[config.mk]
export PLATFORM = sky130hd
export DESIGN_NAME = uart_mlp_ctrl
export DESIGN_NICKNAME = d
export VERILOG_FILES = /design/src/hdl/uart_mlp_pkg.sv /design/src/hdl/payload_if.sv /design/src/hdl/mlp_cmd_parser.sv /design/src/hdl/mlp_load_sequencer.sv /design/src/hdl/mlp_payload_regs.sv /design/src/hdl/uart_mlp_ctrl.sv /design/src/hdl/uart_rx.sv /design/src/hdl/uart_tx.sv
export VERILOG_INCLUDE_DIRS = /design/src /design/src/hdl
export SDC_FILE = /design/constraint.sdc
export NUM_CORES = 1
export LEC_CHECK = 0
export ABC_AREA = 0
export BUFFER_PORTS_ARGS = -buffer_cell sky130_fd_sc_hd__buf_2
export CAP_MARGIN = 30
export CORE_AREA = 2 2 103 130
export DETAILED_ROUTE_END_ITERATION = 10
export DIE_AREA = 0 0 105 132
export PLACE_DENSITY = 0.82
export SLEW_MARGIN = 10
export SYNTH_ARGS = -nofsm -noshare
export SYNTH_HDL_FRONTEND = slang
export SYNTH_HIERARCHICAL = 1
export SYNTH_SLANG_ARGS = --single-unit
[constraint.sdc]
create_clock -name clk -period 10.4 [get_ports clk]
set_input_delay 0.52 -clock clk [delete_from_list [all_inputs] [get_ports clk]]
set_output_delay 0.52 -clock clk [all_outputs]
set_load 0.05 [all_outputs]
[src/hdl/uart_mlp_params.svh]
`ifndef UART_MLP_PARAMS_SVH
`define UART_MLP_PARAMS_SVH

// System clock and serial line rate
`define CLOCK_FREQ 25_000_000
`define BAUD_RATE 3_125_000

// Clocks per serial bit, 8 at these rates
`define CLKS_PER_BIT (`CLOCK_FREQ / `BAUD_RATE)

// Data bytes following a write command
`define PAYLOAD_BYTES 4

// Transmit queue slots, also the parser's starting credits
`define TX_QUEUE_DEPTH 4

// Accumulator bytes returned by read-result
`define RESULT_BYTES 4

`endif

[src/hdl/uart_mlp_pkg.sv]
`default_nettype none

package uart_mlp_pkg;

    // One serial data byte
    typedef logic [7:0] byte_t;

    // One activation row, lower-indexed byte in the low half
    typedef logic [15:0] act_row_t;

    // Command codes seen on the serial line
    typedef enum logic [7:0] {
        CMD_WRITE_WEIGHT = 8'h01,
        CMD_WRITE_ACT    = 8'h02,
        CMD_EXECUTE      = 8'h03,
        CMD_READ_RESULT  = 8'h04,
        CMD_STATUS       = 8'h05
    } mlp_cmd_e;

    // Status response fields, state on top
    typedef struct packed {
        logic [3:0] state;
        logic [3:0] cycle;
    } status_fields_t;

    // Status byte, seen either as a raw byte or as its two nibbles
    typedef union packed {
        byte_t          raw;
        status_fields_t fields;
    } status_byte_u;

endpackage

`default_nettype wire

[src/hdl/payload_if.sv]
`timescale 1ns/1ps
`default_nettype none

`include "uart_mlp_params.svh"

interface payload_if
    import uart_mlp_pkg::*;
();

    // Byte writes from the parser
    logic                               wr_en;
    logic [$clog2(`PAYLOAD_BYTES)-1:0]  wr_idx;
    byte_t                              wr_data;

    // Stored payload and the weights-ready flag
    byte_t [`PAYLOAD_BYTES-1:0]         payload;
    logic                               weights_ready;
    logic                               set_ready;
    logic                               clr_ready;

    modport writer (output wr_en, wr_idx, wr_data, clr_ready);
    modport store  (input wr_en, wr_idx, wr_data, set_ready, clr_ready,
                    output payload, weights_ready);
    modport reader (input payload, output set_ready);

endinterface

`default_nettype wire

[src/hdl/mlp_cmd_parser.sv]
`timescale 1ns/1ps
`default_nettype none

`include "uart_mlp_params.svh"

module mlp_cmd_parser
    import uart_mlp_pkg::*;
(
    input  logic               clk,
    input  logic               rst,
    input  logic               rx_valid,
    input  byte_t              rx_byte,
    payload_if.writer          pl,
    output logic               start_weights,
    output logic               start_acts,
    output logic               start_mlp,
    input  logic [3:0]         mlp_state,
    input  logic [4:0]         mlp_cycle_cnt,
    input  logic signed [31:0] mlp_acc0,
    output logic               tx_push,
    output byte_t              tx_data,
    input  logic               tx_credit
);

    localparam int IDX_W    = $clog2(`PAYLOAD_BYTES);
    localparam int RESP_W   = $clog2(`RESULT_BYTES);
    localparam int CREDIT_W = $clog2(`TX_QUEUE_DEPTH) + 1;

    typedef enum logic [1:0] {P_CMD, P_PAYLOAD, P_RESP} parser_state_e;

    parser_state_e             state;
    mlp_cmd_e                  cmd;
    logic [IDX_W-1:0]          pl_idx;
    byte_t [`RESULT_BYTES-1:0] resp;
    logic [RESP_W-1:0]         resp_idx;
    logic [RESP_W-1:0]         resp_last;
    logic [CREDIT_W-1:0]       credits;
    status_byte_u              status;

    always_comb begin
        status.fields.state = mlp_state;
        status.fields.cycle = mlp_cycle_cnt[3:0];
    end

    // Payload bytes go to the register block in the cycle they arrive
    assign pl.wr_en   = (state == P_PAYLOAD) && rx_valid;
    assign pl.wr_idx  = pl_idx;
    assign pl.wr_data = rx_byte;

    // Execute drops weights-ready together with the start pulse
    assign pl.clr_ready = (state == P_CMD) && rx_valid && (rx_byte == CMD_EXECUTE);

    assign tx_push = (state == P_RESP) && (credits != '0);
    assign tx_data = resp[resp_idx];

    always_ff @(posedge clk) begin
        if (rst) begin
            credits <= CREDIT_W'(`TX_QUEUE_DEPTH);
        end else begin
            credits <= credits + {{(CREDIT_W-1){1'b0}}, tx_credit}
                               - {{(CREDIT_W-1){1'b0}}, tx_push};
        end
    end

    always_ff @(posedge clk) begin
        if (rst) begin
            state         <= P_CMD;
            cmd           <= CMD_WRITE_WEIGHT;
            pl_idx        <= '0;
            resp_idx      <= '0;
            start_weights <= 1'b0;
            start_acts    <= 1'b0;
            start_mlp     <= 1'b0;
        end else begin
            start_weights <= 1'b0;
            start_acts    <= 1'b0;
            start_mlp     <= 1'b0;
            case (state)
                P_CMD: begin
                    if (rx_valid) begin
                        pl_idx   <= '0;
                        resp_idx <= '0;
                        case (rx_byte)
                            CMD_WRITE_WEIGHT, CMD_WRITE_ACT: begin
                                cmd   <= mlp_cmd_e'(rx_byte);
                                state <= P_PAYLOAD;
                            end
                            CMD_EXECUTE: start_mlp <= 1'b1;
                            CMD_READ_RESULT: begin
                                // Byte 0 of the packed array is the low byte
                                resp      <= mlp_acc0;
                                resp_last <= RESP_W'(`RESULT_BYTES - 1);
                                state     <= P_RESP;
                            end
                            CMD_STATUS: begin
                                resp[0]   <= status.raw;
                                resp_last <= '0;
                                state     <= P_RESP;
                            end
                            // Unknown codes are ignored
                            default: state <= P_CMD;
                        endcase
                    end
                end
                P_PAYLOAD: begin
                    if (rx_valid) begin
                        if (pl_idx == IDX_W'(`PAYLOAD_BYTES - 1)) begin
                            start_weights <= (cmd == CMD_WRITE_WEIGHT);
                            start_acts    <= (cmd == CMD_WRITE_ACT);
                            state         <= P_CMD;
                        end else begin
                            pl_idx <= pl_idx + 1'b1;
                        end
                    end
                end
                P_RESP: begin
                    // Waits here without credits, receive bytes are lost meanwhile
                    if (tx_push) begin
                        if (resp_idx == resp_last) begin
                            state <= P_CMD;
                        end else begin
                            resp_idx <= resp_idx + 1'b1;
                        end
                    end
                end
                default: state <= P_CMD;
            endcase
        end
    end

endmodule

`default_nettype wire

[src/hdl/mlp_load_sequencer.sv]
`timescale 1ns/1ps
`default_nettype none

module mlp_load_sequencer
    import uart_mlp_pkg::*;
(
    input  logic      clk,
    input  logic      rst,
    input  logic      start_weights,
    input  logic      start_acts,
    payload_if.reader pl,
    output logic      wf_reset,
    output logic      wf_push_col0,
    output logic      wf_push_col1,
    output byte_t     wf_data,
    output logic      init_act_valid,
    output act_row_t  init_act_data
);

    // Weight step 0 is idle, 1 resets the FIFO and 2 to 5 push one byte each
    logic [2:0] w_step;
    logic [1:0] w_byte;

    // Activation step 0 is idle, 1 sends row 0 and 2 sends row 1
    logic [1:0] a_step;

    always_ff @(posedge clk) begin
        if (rst) begin
            w_step <= '0;
            a_step <= '0;
        end else begin
            if (start_weights) begin
                w_step <= 3'd1;
            end else if (w_step == 3'd5) begin
                w_step <= '0;
            end else if (w_step != '0) begin
                w_step <= w_step + 1'b1;
            end

            if (start_acts) begin
                a_step <= 2'd1;
            end else if (a_step == 2'd2) begin
                a_step <= '0;
            end else if (a_step != '0) begin
                a_step <= a_step + 1'b1;
            end
        end
    end

    assign w_byte = w_step[1:0] - 2'd2;

    // Pushes alternate col0, col1, col0, col1
    assign wf_reset     = (w_step == 3'd1);
    assign wf_push_col0 = (w_step == 3'd2) || (w_step == 3'd4);
    assign wf_push_col1 = (w_step == 3'd3) || (w_step == 3'd5);
    assign wf_data      = pl.payload[w_byte];
    assign pl.set_ready = (w_step == 3'd5);

    assign init_act_valid = (a_step != '0);
    assign init_act_data  = (a_step == 2'd1) ? {pl.payload[1], pl.payload[0]}
                                             : {pl.payload[3], pl.payload[2]};

endmodule

`default_nettype wire

[src/hdl/mlp_payload_regs.sv]
`timescale 1ns/1ps
`default_nettype none

module mlp_payload_regs (
    input  logic     clk,
    input  logic     rst,
    payload_if.store pl
);

    // Payload bytes as written by the parser
    always_ff @(posedge clk) begin
        if (pl.wr_en) begin
            pl.payload[pl.wr_idx] <= pl.wr_data;
        end
    end

    // Clear wins when both arrive together
    always_ff @(posedge clk) begin
        if (rst) begin
            pl.weights_ready <= 1'b0;
        end else if (pl.clr_ready) begin
            pl.weights_ready <= 1'b0;
        end else if (pl.set_ready) begin
            pl.weights_ready <= 1'b1;
        end
    end

endmodule

`default_nettype wire

[src/hdl/uart_mlp_ctrl.sv]
`timescale 1ns/1ps
`default_nettype none

module uart_mlp_ctrl
    import uart_mlp_pkg::*;
(
    input  logic               clk,
    input  logic               rst,
    input  logic               uart_rx_line,
    output logic               uart_tx_line,
    output logic               wf_reset,
    output logic               wf_push_col0,
    output logic               wf_push_col1,
    output byte_t              wf_data,
    output logic               init_act_valid,
    output act_row_t           init_act_data,
    output logic               start_mlp,
    output logic               weights_ready,
    input  logic [3:0]         mlp_state,
    input  logic [4:0]         mlp_cycle_cnt,
    input  logic signed [31:0] mlp_acc0
);

    logic  rx_valid;
    byte_t rx_byte;
    logic  tx_push;
    byte_t tx_data;
    logic  tx_credit;
    logic  start_weights;
    logic  start_acts;

    payload_if pl ();

    assign weights_ready = pl.weights_ready;

    uart_rx u_rx (
        .clk      (clk),
        .rst      (rst),
        .rx       (uart_rx_line),
        .rx_valid (rx_valid),
        .rx_byte  (rx_byte)
    );

    mlp_cmd_parser u_parser (
        .clk           (clk),
        .rst           (rst),
        .rx_valid      (rx_valid),
        .rx_byte       (rx_byte),
        .pl            (pl.writer),
        .start_weights (start_weights),
        .start_acts    (start_acts),
        .start_mlp     (start_mlp),
        .mlp_state     (mlp_state),
        .mlp_cycle_cnt (mlp_cycle_cnt),
        .mlp_acc0      (mlp_acc0),
        .tx_push       (tx_push),
        .tx_data       (tx_data),
        .tx_credit     (tx_credit)
    );

    mlp_payload_regs u_regs (
        .clk (clk),
        .rst (rst),
        .pl  (pl.store)
    );

    mlp_load_sequencer u_seq (
        .clk            (clk),
        .rst            (rst),
        .start_weights  (start_weights),
        .start_acts     (start_acts),
        .pl             (pl.reader),
        .wf_reset       (wf_reset),
        .wf_push_col0   (wf_push_col0),
        .wf_push_col1   (wf_push_col1),
        .wf_data        (wf_data),
        .init_act_valid (init_act_valid),
        .init_act_data  (init_act_data)
    );

    uart_tx u_tx (
        .clk       (clk),
        .rst       (rst),
        .tx_push   (tx_push),
        .tx_data   (tx_data),
        .tx_credit (tx_credit),
        .tx        (uart_tx_line)
    );

endmodule

`default_nettype wire

[src/hdl/uart_rx.sv]
`timescale 1ns/1ps
`default_nettype none

`include "uart_mlp_params.svh"

module uart_rx
    import uart_mlp_pkg::*;
(
    input  logic  clk,
    input  logic  rst,
    input  logic  rx,
    output logic  rx_valid,
    output byte_t rx_byte
);

    localparam int CNT_W = $clog2(`CLKS_PER_BIT);
    localparam logic [CNT_W-1:0] HALF_BIT = CNT_W'(`CLKS_PER_BIT / 2 - 1);
    localparam logic [CNT_W-1:0] FULL_BIT = CNT_W'(`CLKS_PER_BIT - 1);

    typedef enum logic [1:0] {RX_IDLE, RX_START, RX_DATA, RX_STOP} rx_state_e;

    rx_state_e        state;
    logic [1:0]       rx_sync;
    logic [CNT_W-1:0] baud_cnt;
    logic [2:0]       bit_idx;
    byte_t            shift;

    assign rx_byte = shift;

    always_ff @(posedge clk) begin
        if (rst) begin
            rx_sync  <= 2'b11;
            state    <= RX_IDLE;
            baud_cnt <= '0;
            bit_idx  <= '0;
            rx_valid <= 1'b0;
        end else begin
            // Two flops against metastability on the line
            rx_sync  <= {rx_sync[0], rx};
            rx_valid <= 1'b0;
            case (state)
                RX_IDLE: begin
                    baud_cnt <= '0;
                    if (!rx_sync[1]) begin
                        state <= RX_START;
                    end
                end
                RX_START: begin
                    // Recheck the start bit at its middle, then step a full bit each time
                    if (baud_cnt == HALF_BIT) begin
                        baud_cnt <= '0;
                        bit_idx  <= '0;
                        state    <= rx_sync[1] ? RX_IDLE : RX_DATA;
                    end else begin
                        baud_cnt <= baud_cnt + 1'b1;
                    end
                end
                RX_DATA: begin
                    if (baud_cnt == FULL_BIT) begin
                        baud_cnt <= '0;
                        shift    <= {rx_sync[1], shift[7:1]};
                        if (bit_idx == 3'd7) begin
                            state <= RX_STOP;
                        end
                        bit_idx <= bit_idx + 1'b1;
                    end else begin
                        baud_cnt <= baud_cnt + 1'b1;
                    end
                end
                RX_STOP: begin
                    if (baud_cnt == FULL_BIT) begin
                        // Frames with a low stop bit are dropped
                        rx_valid <= rx_sync[1];
                        state    <= RX_IDLE;
                    end else begin
                        baud_cnt <= baud_cnt + 1'b1;
                    end
                end
                default: state <= RX_IDLE;
            endcase
        end
    end

endmodule

`default_nettype wire

[src/hdl/uart_tx.sv]
`timescale 1ns/1ps
`default_nettype none

`include "uart_mlp_params.svh"

module uart_tx
    import uart_mlp_pkg::*;
(
    input  logic  clk,
    input  logic  rst,
    input  logic  tx_push,
    input  byte_t tx_data,
    output logic  tx_credit,
    output logic  tx
);

    localparam int PTR_W = $clog2(`TX_QUEUE_DEPTH);
    localparam int CNT_W = $clog2(`CLKS_PER_BIT);
    localparam logic [CNT_W-1:0] FULL_BIT = CNT_W'(`CLKS_PER_BIT - 1);

    byte_t            queue [`TX_QUEUE_DEPTH];
    logic [PTR_W-1:0] wr_ptr;
    logic [PTR_W-1:0] rd_ptr;
    logic [PTR_W:0]   count;
    logic             busy;
    logic [9:0]       frame;
    logic [CNT_W-1:0] baud_cnt;
    logic [3:0]       bit_idx;
    logic             frame_done;
    logic             pop;
    byte_t            pop_data;

    // Last cycle of the stop bit lets the next frame follow without a gap
    assign frame_done = busy && (baud_cnt == FULL_BIT) && (bit_idx == 4'd9);

    // An empty queue passes a pushed byte straight to the shifter
    assign pop      = (!busy || frame_done) && ((count != '0) || tx_push);
    assign pop_data = (count != '0) ? queue[rd_ptr] : tx_data;

    assign tx = frame[0];

    always_ff @(posedge clk) begin
        if (tx_push) begin
            queue[wr_ptr] <= tx_data;
        end
    end

    always_ff @(posedge clk) begin
        if (rst) begin
            wr_ptr <= '0;
            rd_ptr <= '0;
            count  <= '0;
        end else begin
            if (tx_push) begin
                wr_ptr <= wr_ptr + 1'b1;
            end
            if (pop) begin
                rd_ptr <= rd_ptr + 1'b1;
            end
            count <= count + {{PTR_W{1'b0}}, tx_push} - {{PTR_W{1'b0}}, pop};
        end
    end

    always_ff @(posedge clk) begin
        if (rst) begin
            busy      <= 1'b0;
            frame     <= '1;
            baud_cnt  <= '0;
            bit_idx   <= '0;
            tx_credit <= 1'b0;
        end else begin
            // One credit back for each byte taken into the shifter
            tx_credit <= pop;
            if (pop) begin
                busy     <= 1'b1;
                frame    <= {1'b1, pop_data, 1'b0};
                baud_cnt <= '0;
                bit_idx  <= '0;
            end else if (busy) begin
                if (baud_cnt == FULL_BIT) begin
                    baud_cnt <= '0;
                    frame    <= {1'b1, frame[9:1]};
                    bit_idx  <= bit_idx + 1'b1;
                    if (bit_idx == 4'd9) begin
                        busy <= 1'b0;
                    end
                end else begin
                    baud_cnt <= baud_cnt + 1'b1;
                end
            end
        end
    end

endmodule

`default_nettype wire

-- Word-level counts from Yosys, hierarchy flattened
Memory sizes are Yosys's and may differ from the RTL's. A register that Yosys moved wholly into a read port is not among the register bits.
Cells that the tools add are included.
- equality and inequality tests: 40
- add/subtract/negate cells: 15
- $lt $le $gt $ge: 4
- reduce and logical (&&, ||, !) cells: 47
- mux-type cells: 58
- bitwise gates (word level): 7
- operators by type and width (kind ; count):
    $mux 2 ; 18
    $bmux 8 s2 ; 2
    $bwmux 32 ; 1
    $mux 8 ; 4
    $mux 9 ; 3
    $eq 8x2->1 const B ; 3
    $mux 3 ; 6
    $ne 2x2->1 const B ; 9
    $demux 8 s2 ; 1
    $eq 8x1->1 const B ; 2
    $eq 8x3->1 const B ; 2
    $mux 16 ; 1
    $pmux 8 s2 ; 1
    $reduce_and 4->1 ; 4
    $eq 3x3->1 const B ; 5
    $reduce_bool 3->1 ; 5
    $reduce_bool 2->1 ; 7
    $mux 1 ; 13
    $add 3x1->3 const B ; 4
    $pmux 2 s2 ; 3
    $pmux 2 s3 ; 2
    $pmux 3 s4 ; 1
    $reduce_or 3->1 ; 4
    $add 2x1->2 const B ; 5
    26 further kinds ; 65
- output and inout port bits: 31
- RAM bits: 32
- register bits: 136
- word-level logic and storage cells: 208
- input bits: 44
- memories: 1
- memory list (memory ; words ; width ; rd ports ; clocked after Yosys merged registers in ; wr ports ; RTL line ; text):
    u_tx.queue ; 4 ; 8 ; 1 ; 1 ; 1 ; uart_tx.sv:21 ; byte_t queue [`TX_QUEUE_DEPTH];

-- Longest topological paths before layout
- word-level depth: 7
- depth in mapped cells: 13
- depth with buffers taken out: 12

-- Modules after synthesis
The synthesis kept the hierarchy.
- by module, submodules not included (module ; instances ; area each (um2) ; cells each ; sequential area each (um2)):
    uart_tx ; 1 ; 2481.1 ; 184 ; 1501.4
    mlp_cmd_parser ; 1 ; 2314.7 ; 162 ; 1391.3
    mlp_payload_regs ; 1 ; 1024.7 ; 40 ; 980.9
    uart_rx ; 1 ; 840.8 ; 73 ; 460.4
    mlp_load_sequencer ; 1 ; 760.7 ; 68 ; 100.1

-- Worst setup path after synthesis
Ideal clock, no wire load.
- kind: reg2reg
- start point: register u_rx.shift[3] (netlist: u_rx/rx_byte[3])
- end point: register u_parser/resp[10] (netlist bit), enable pin
- required time: 9.980 ns
- slack: 7.132 ns
- cell stages (with the launch flop): 4
- library setup time: 0.420 ns
- arrival: 2.847 ns
- buffers on the path: 0
- clock period less this slack: 3.268 ns
- cells stage by stage: edfxtp_1 > or4_4 > or4_4 > nor4_2
- cells in the longest elaborated chain, start to end: 2
- RTL lines (element ; RTL line ; text):
    start: declaration ; uart_rx.sv:26 ; byte_t shift;
    start signal: assignment ; uart_rx.sv:61 ; shift <= {rx_sync[1], shift[7:1]};
    $eq 8x3->1 ; mlp_cmd_parser.sv:83 ; case (rx_byte)
    $reduce_and 4->1 (no source line) ; - ;
    end signal: assignment ; mlp_cmd_parser.sv:91 ; resp <= mlp_acc0;
    end: declaration ; mlp_cmd_parser.sv:34 ; byte_t [`RESULT_BYTES-1:0] resp;
Every way passes these cells.
A chain may end at the register's enable or synchronous reset.

-- Final worst setup path
- start point: register u_seq.a_step[1]
- end point: output port init_act_data[6]
- cells in the longest elaborated chain, start to end: 2
- RTL lines (element ; RTL line ; text):
    start: declaration ; mlp_load_sequencer.sv:25 ; logic [1:0] a_step;
    start signal: assignment ; mlp_load_sequencer.sv:45 ; a_step <= a_step + 1'b1;
    $eq 2x1->1 ; mlp_load_sequencer.sv:60 ; assign init_act_data = (a_step == 2'd1) ? {pl.payload[1], pl.payload[0]}
    $mux 16 ; mlp_load_sequencer.sv:60 ;
    end: declaration ; uart_mlp_ctrl.sv:16 ; output act_row_t init_act_data,
Every way passes these cells.

==> qor.csv <==
metric;value;unit
setup tns final;0;ns
GR peak layer;met2;
Max Cap Violations;0;
Distinct cells, synth;69;
most frequent cell after synthesis;edfxtp_1;
Worst Hold Depth;1;
share of Yosys cell area claimed by the top area cell type;42.5;%
worst path cell trace;inv_1 -> ha_1 -> mux2_2 -> buf_2;
Num CTS Buffers;17;
clock buffer depth;2;
Post-synth ARST share;0;%
LEAKAGE;3.04;nW
Post-Route WL;13.8;mm
DR vias;4469;
Worst Max-Slew Pin Slew;0.858;ns
critical path capture point type;output pin;
Filler Cell Count;896;
Yosys warnings;6;
Diodes inserted;0;
GR Overflow Total;0;
Slew Viols, Final;0;
clock tree from TritonCTS;yes;
share of cells above drive strength 1;28.5;%
EDFF count, synth;105;
CTS Hold Bufs;0;
Crit-path slowest cell;ha_1;
setup violators final;0;
hold path startpoint;mlp_acc0[30];
met1 Usage GRT;26.1;%
Root Driver;clkbuf_16;
P per Cell Area;199;mW/mm^2
final hold vios;0;
wire per inst;17.8;um
Syn Inst Count;527;
area of the multi-input gates;0.00274;sq mm
Buffers on Ports;73;
GP Congestion;0.782;
most frequent cells after synthesis;105 x edfxtp_1, 64 x dfxtp_1, 31 x nor2_1;
post-layout util;67.0;%
Post-DP HPWL;8.85;mm
FF-to-FF path depth;3;
RR Startpoint;u_rx/rx_byte[3];
DIE HEIGHT;132;um
dpl cell area;0.00785;sq mm
capturing point of the worst reg2reg path;u_parser/resp[5];
first-pass detailed-route iteration total;5;
vias in the first global route;4553;
#FFs+latches synth;169;
synthesized cell area;0.00742;sq mm
worst vdd ir;118;uV
Yosys top cell by area;edfxtp_1;
DRC viols;0;
final instance area;0.00841;sq mm
PostCTS Resize Cnt;0;
clock slew at reported path FFs;0.06;ns
worst-skew pair later-pin latency;0.42;ns
Die Wd;105;um
minimum clock period;2.72;ns
CP arrival;2.20;ns
register area;0.00443;sq mm
fin crit share;26.2;%
Synth Flop Type;edfxtp_1;
Core Rows;46;
Initial Util;59.2;%
WHS Endpoint;u_parser/resp[30];
initial antenna violation count;0;
Worst slew margin;42.5;%
core area;0.0125;sq mm
met3 usage;4.84;%
CTS H-tree depth;4;
RSZ-0062 raised after global routing;no;
Crit Path Max Fanout;16;
clock net sink count;169;
synth-to-layout area growth;13.3;%
post-DR vias/cell;5.79;
fmax;0.368;GHz
Die ar.;0.0139;sq mm
register area share after synthesis;59.7;%
final layout net count;664;
crit path kind;reg -> out;
worst stage delay on the critical path;0.69;ns
clk_skew;0.0104;ns
data required time of the critical path;9.88;ns
startpoint types;flop;
total track usage;21.0;%
largest net degree at the start of global routing;58;
DR iter-0 viols;312;
I/O pin total;75;
Synth area leaders;edfxtp_1 42%, dfxtp_1 17%, mux4_2 7.0%;
Hold Path Class;in -> reg;
Routed Antenna Nets;0;
Synthesized Nets;599;
Reg2Reg Setup Slack;7.70;ns
first-pass GRT wire length;22.7;mm
syn avg cell area;14.1;sq um
Post-CTS Setup Bufs;0;
outcome;finished, final reports clean;
met2 Use GR;36.5;%
==> state kept, by name (all words and copies together), names as in the netlist, 4 cells and up, named ones only <==
name	cells
u_tx/bit_idx	4
u_tx/queue	32
u_rx/rx_byte	8
u_parser/resp	32
u_parser/cmd	8
u_tx/frame	9
u_regs/pl.payload	32
==> cell type report <==
type,count,area share (%)
Tap cell,168,2.50
Clock inverter,12,1.50
Multi-Input combinational cell,307,32.6
Timing Repair Buffer,77,4.67
Inverter,20,0.893
Sequential cell,169,52.7
Clock buffer,19,5.15
==> worst max-delay path, delay by kind of cell, from the launching register on <==
family                     cells  cell delay [ns]
buffers and inverters          2             0.33
adders and majority gates      1             0.69
muxes                          1             0.42
DFF                            1             0.34
==> placed cells by master, fill, tap and decap left out, drive strengths merged, types with 10 or more instances in the layout <==
master and instances:
dfxtp 64, and2 14, a21oi 20, edfxtp 105
nor2 31, mux4 24, inv 21, ha 26
buf 77, nand2 15, clkbuf 19, nand3 12
nor3 10, o21ai 12, mux2 25
==> kinds of logic (layout without fill, tap and decap cells) <==
group | after synthesis | count (layout) | share of synthesized area [%]
buffers and inverters | 51 | 128 | 3.56
xor gates and xnor gates | 11 | 11 | 1.30
muxes | 55 | 55 | 12.3
DFF | 169 | 169 | 59.7
and+or+nand+nor | 150 | 150 | 12.3
adders and majority gates | 28 | 28 | 4.92
AOI/OAI and AO/OA | 63 | 63 | 5.85
==> where the power goes <==
part,switching [mW],total (mW),internal [mW]
Clock,0.248,0.599,0.351
Combinational,0.167,0.285,0.118
Sequential,0.0458,0.790,0.744
Total,0.461,1.67,1.21
==> stage by stage <==
step	worst slack [ns]	power, mW	cells	hold WS, ns
5_1_grt	7.58	1.74	772	0.262
3_3_place_gp	7.75	1.07	740	0.398
4_1_cts	7.65	1.68	772	0.264
2_1_floorplan	7.13	1.03	527	0.389
6_report	7.68	1.67	772	0.277
3_5_place_dp	7.68	1.09	741	0.393
==> routing by layer <==
metal  wire length [um]  part of all wire, %
met3                728                  5.3
met4                228                  1.7
met5                  0                    0
met2               7260                   53
met1               5550                   40
==> worst max path at each step <==
stage	startpoint	endpoint	cells after the start
floorplan	u_rx/rx_byte[3]	u_parser/resp[10]	3
global placement	u_rx/rx_byte[3]	u_parser/resp[5]	3
detailed placement	u_rx/rx_byte[3]	u_parser/resp[5]	3
CTS	u_rx/rx_byte[3]	u_parser/resp[5]	3
global route	u_tx/baud_cnt[0]	u_tx/count[2]	12
finish	u_seq/a_step[1]	init_act_data[6]	4
No activity file was read; power rests on OpenSTA's default activity.
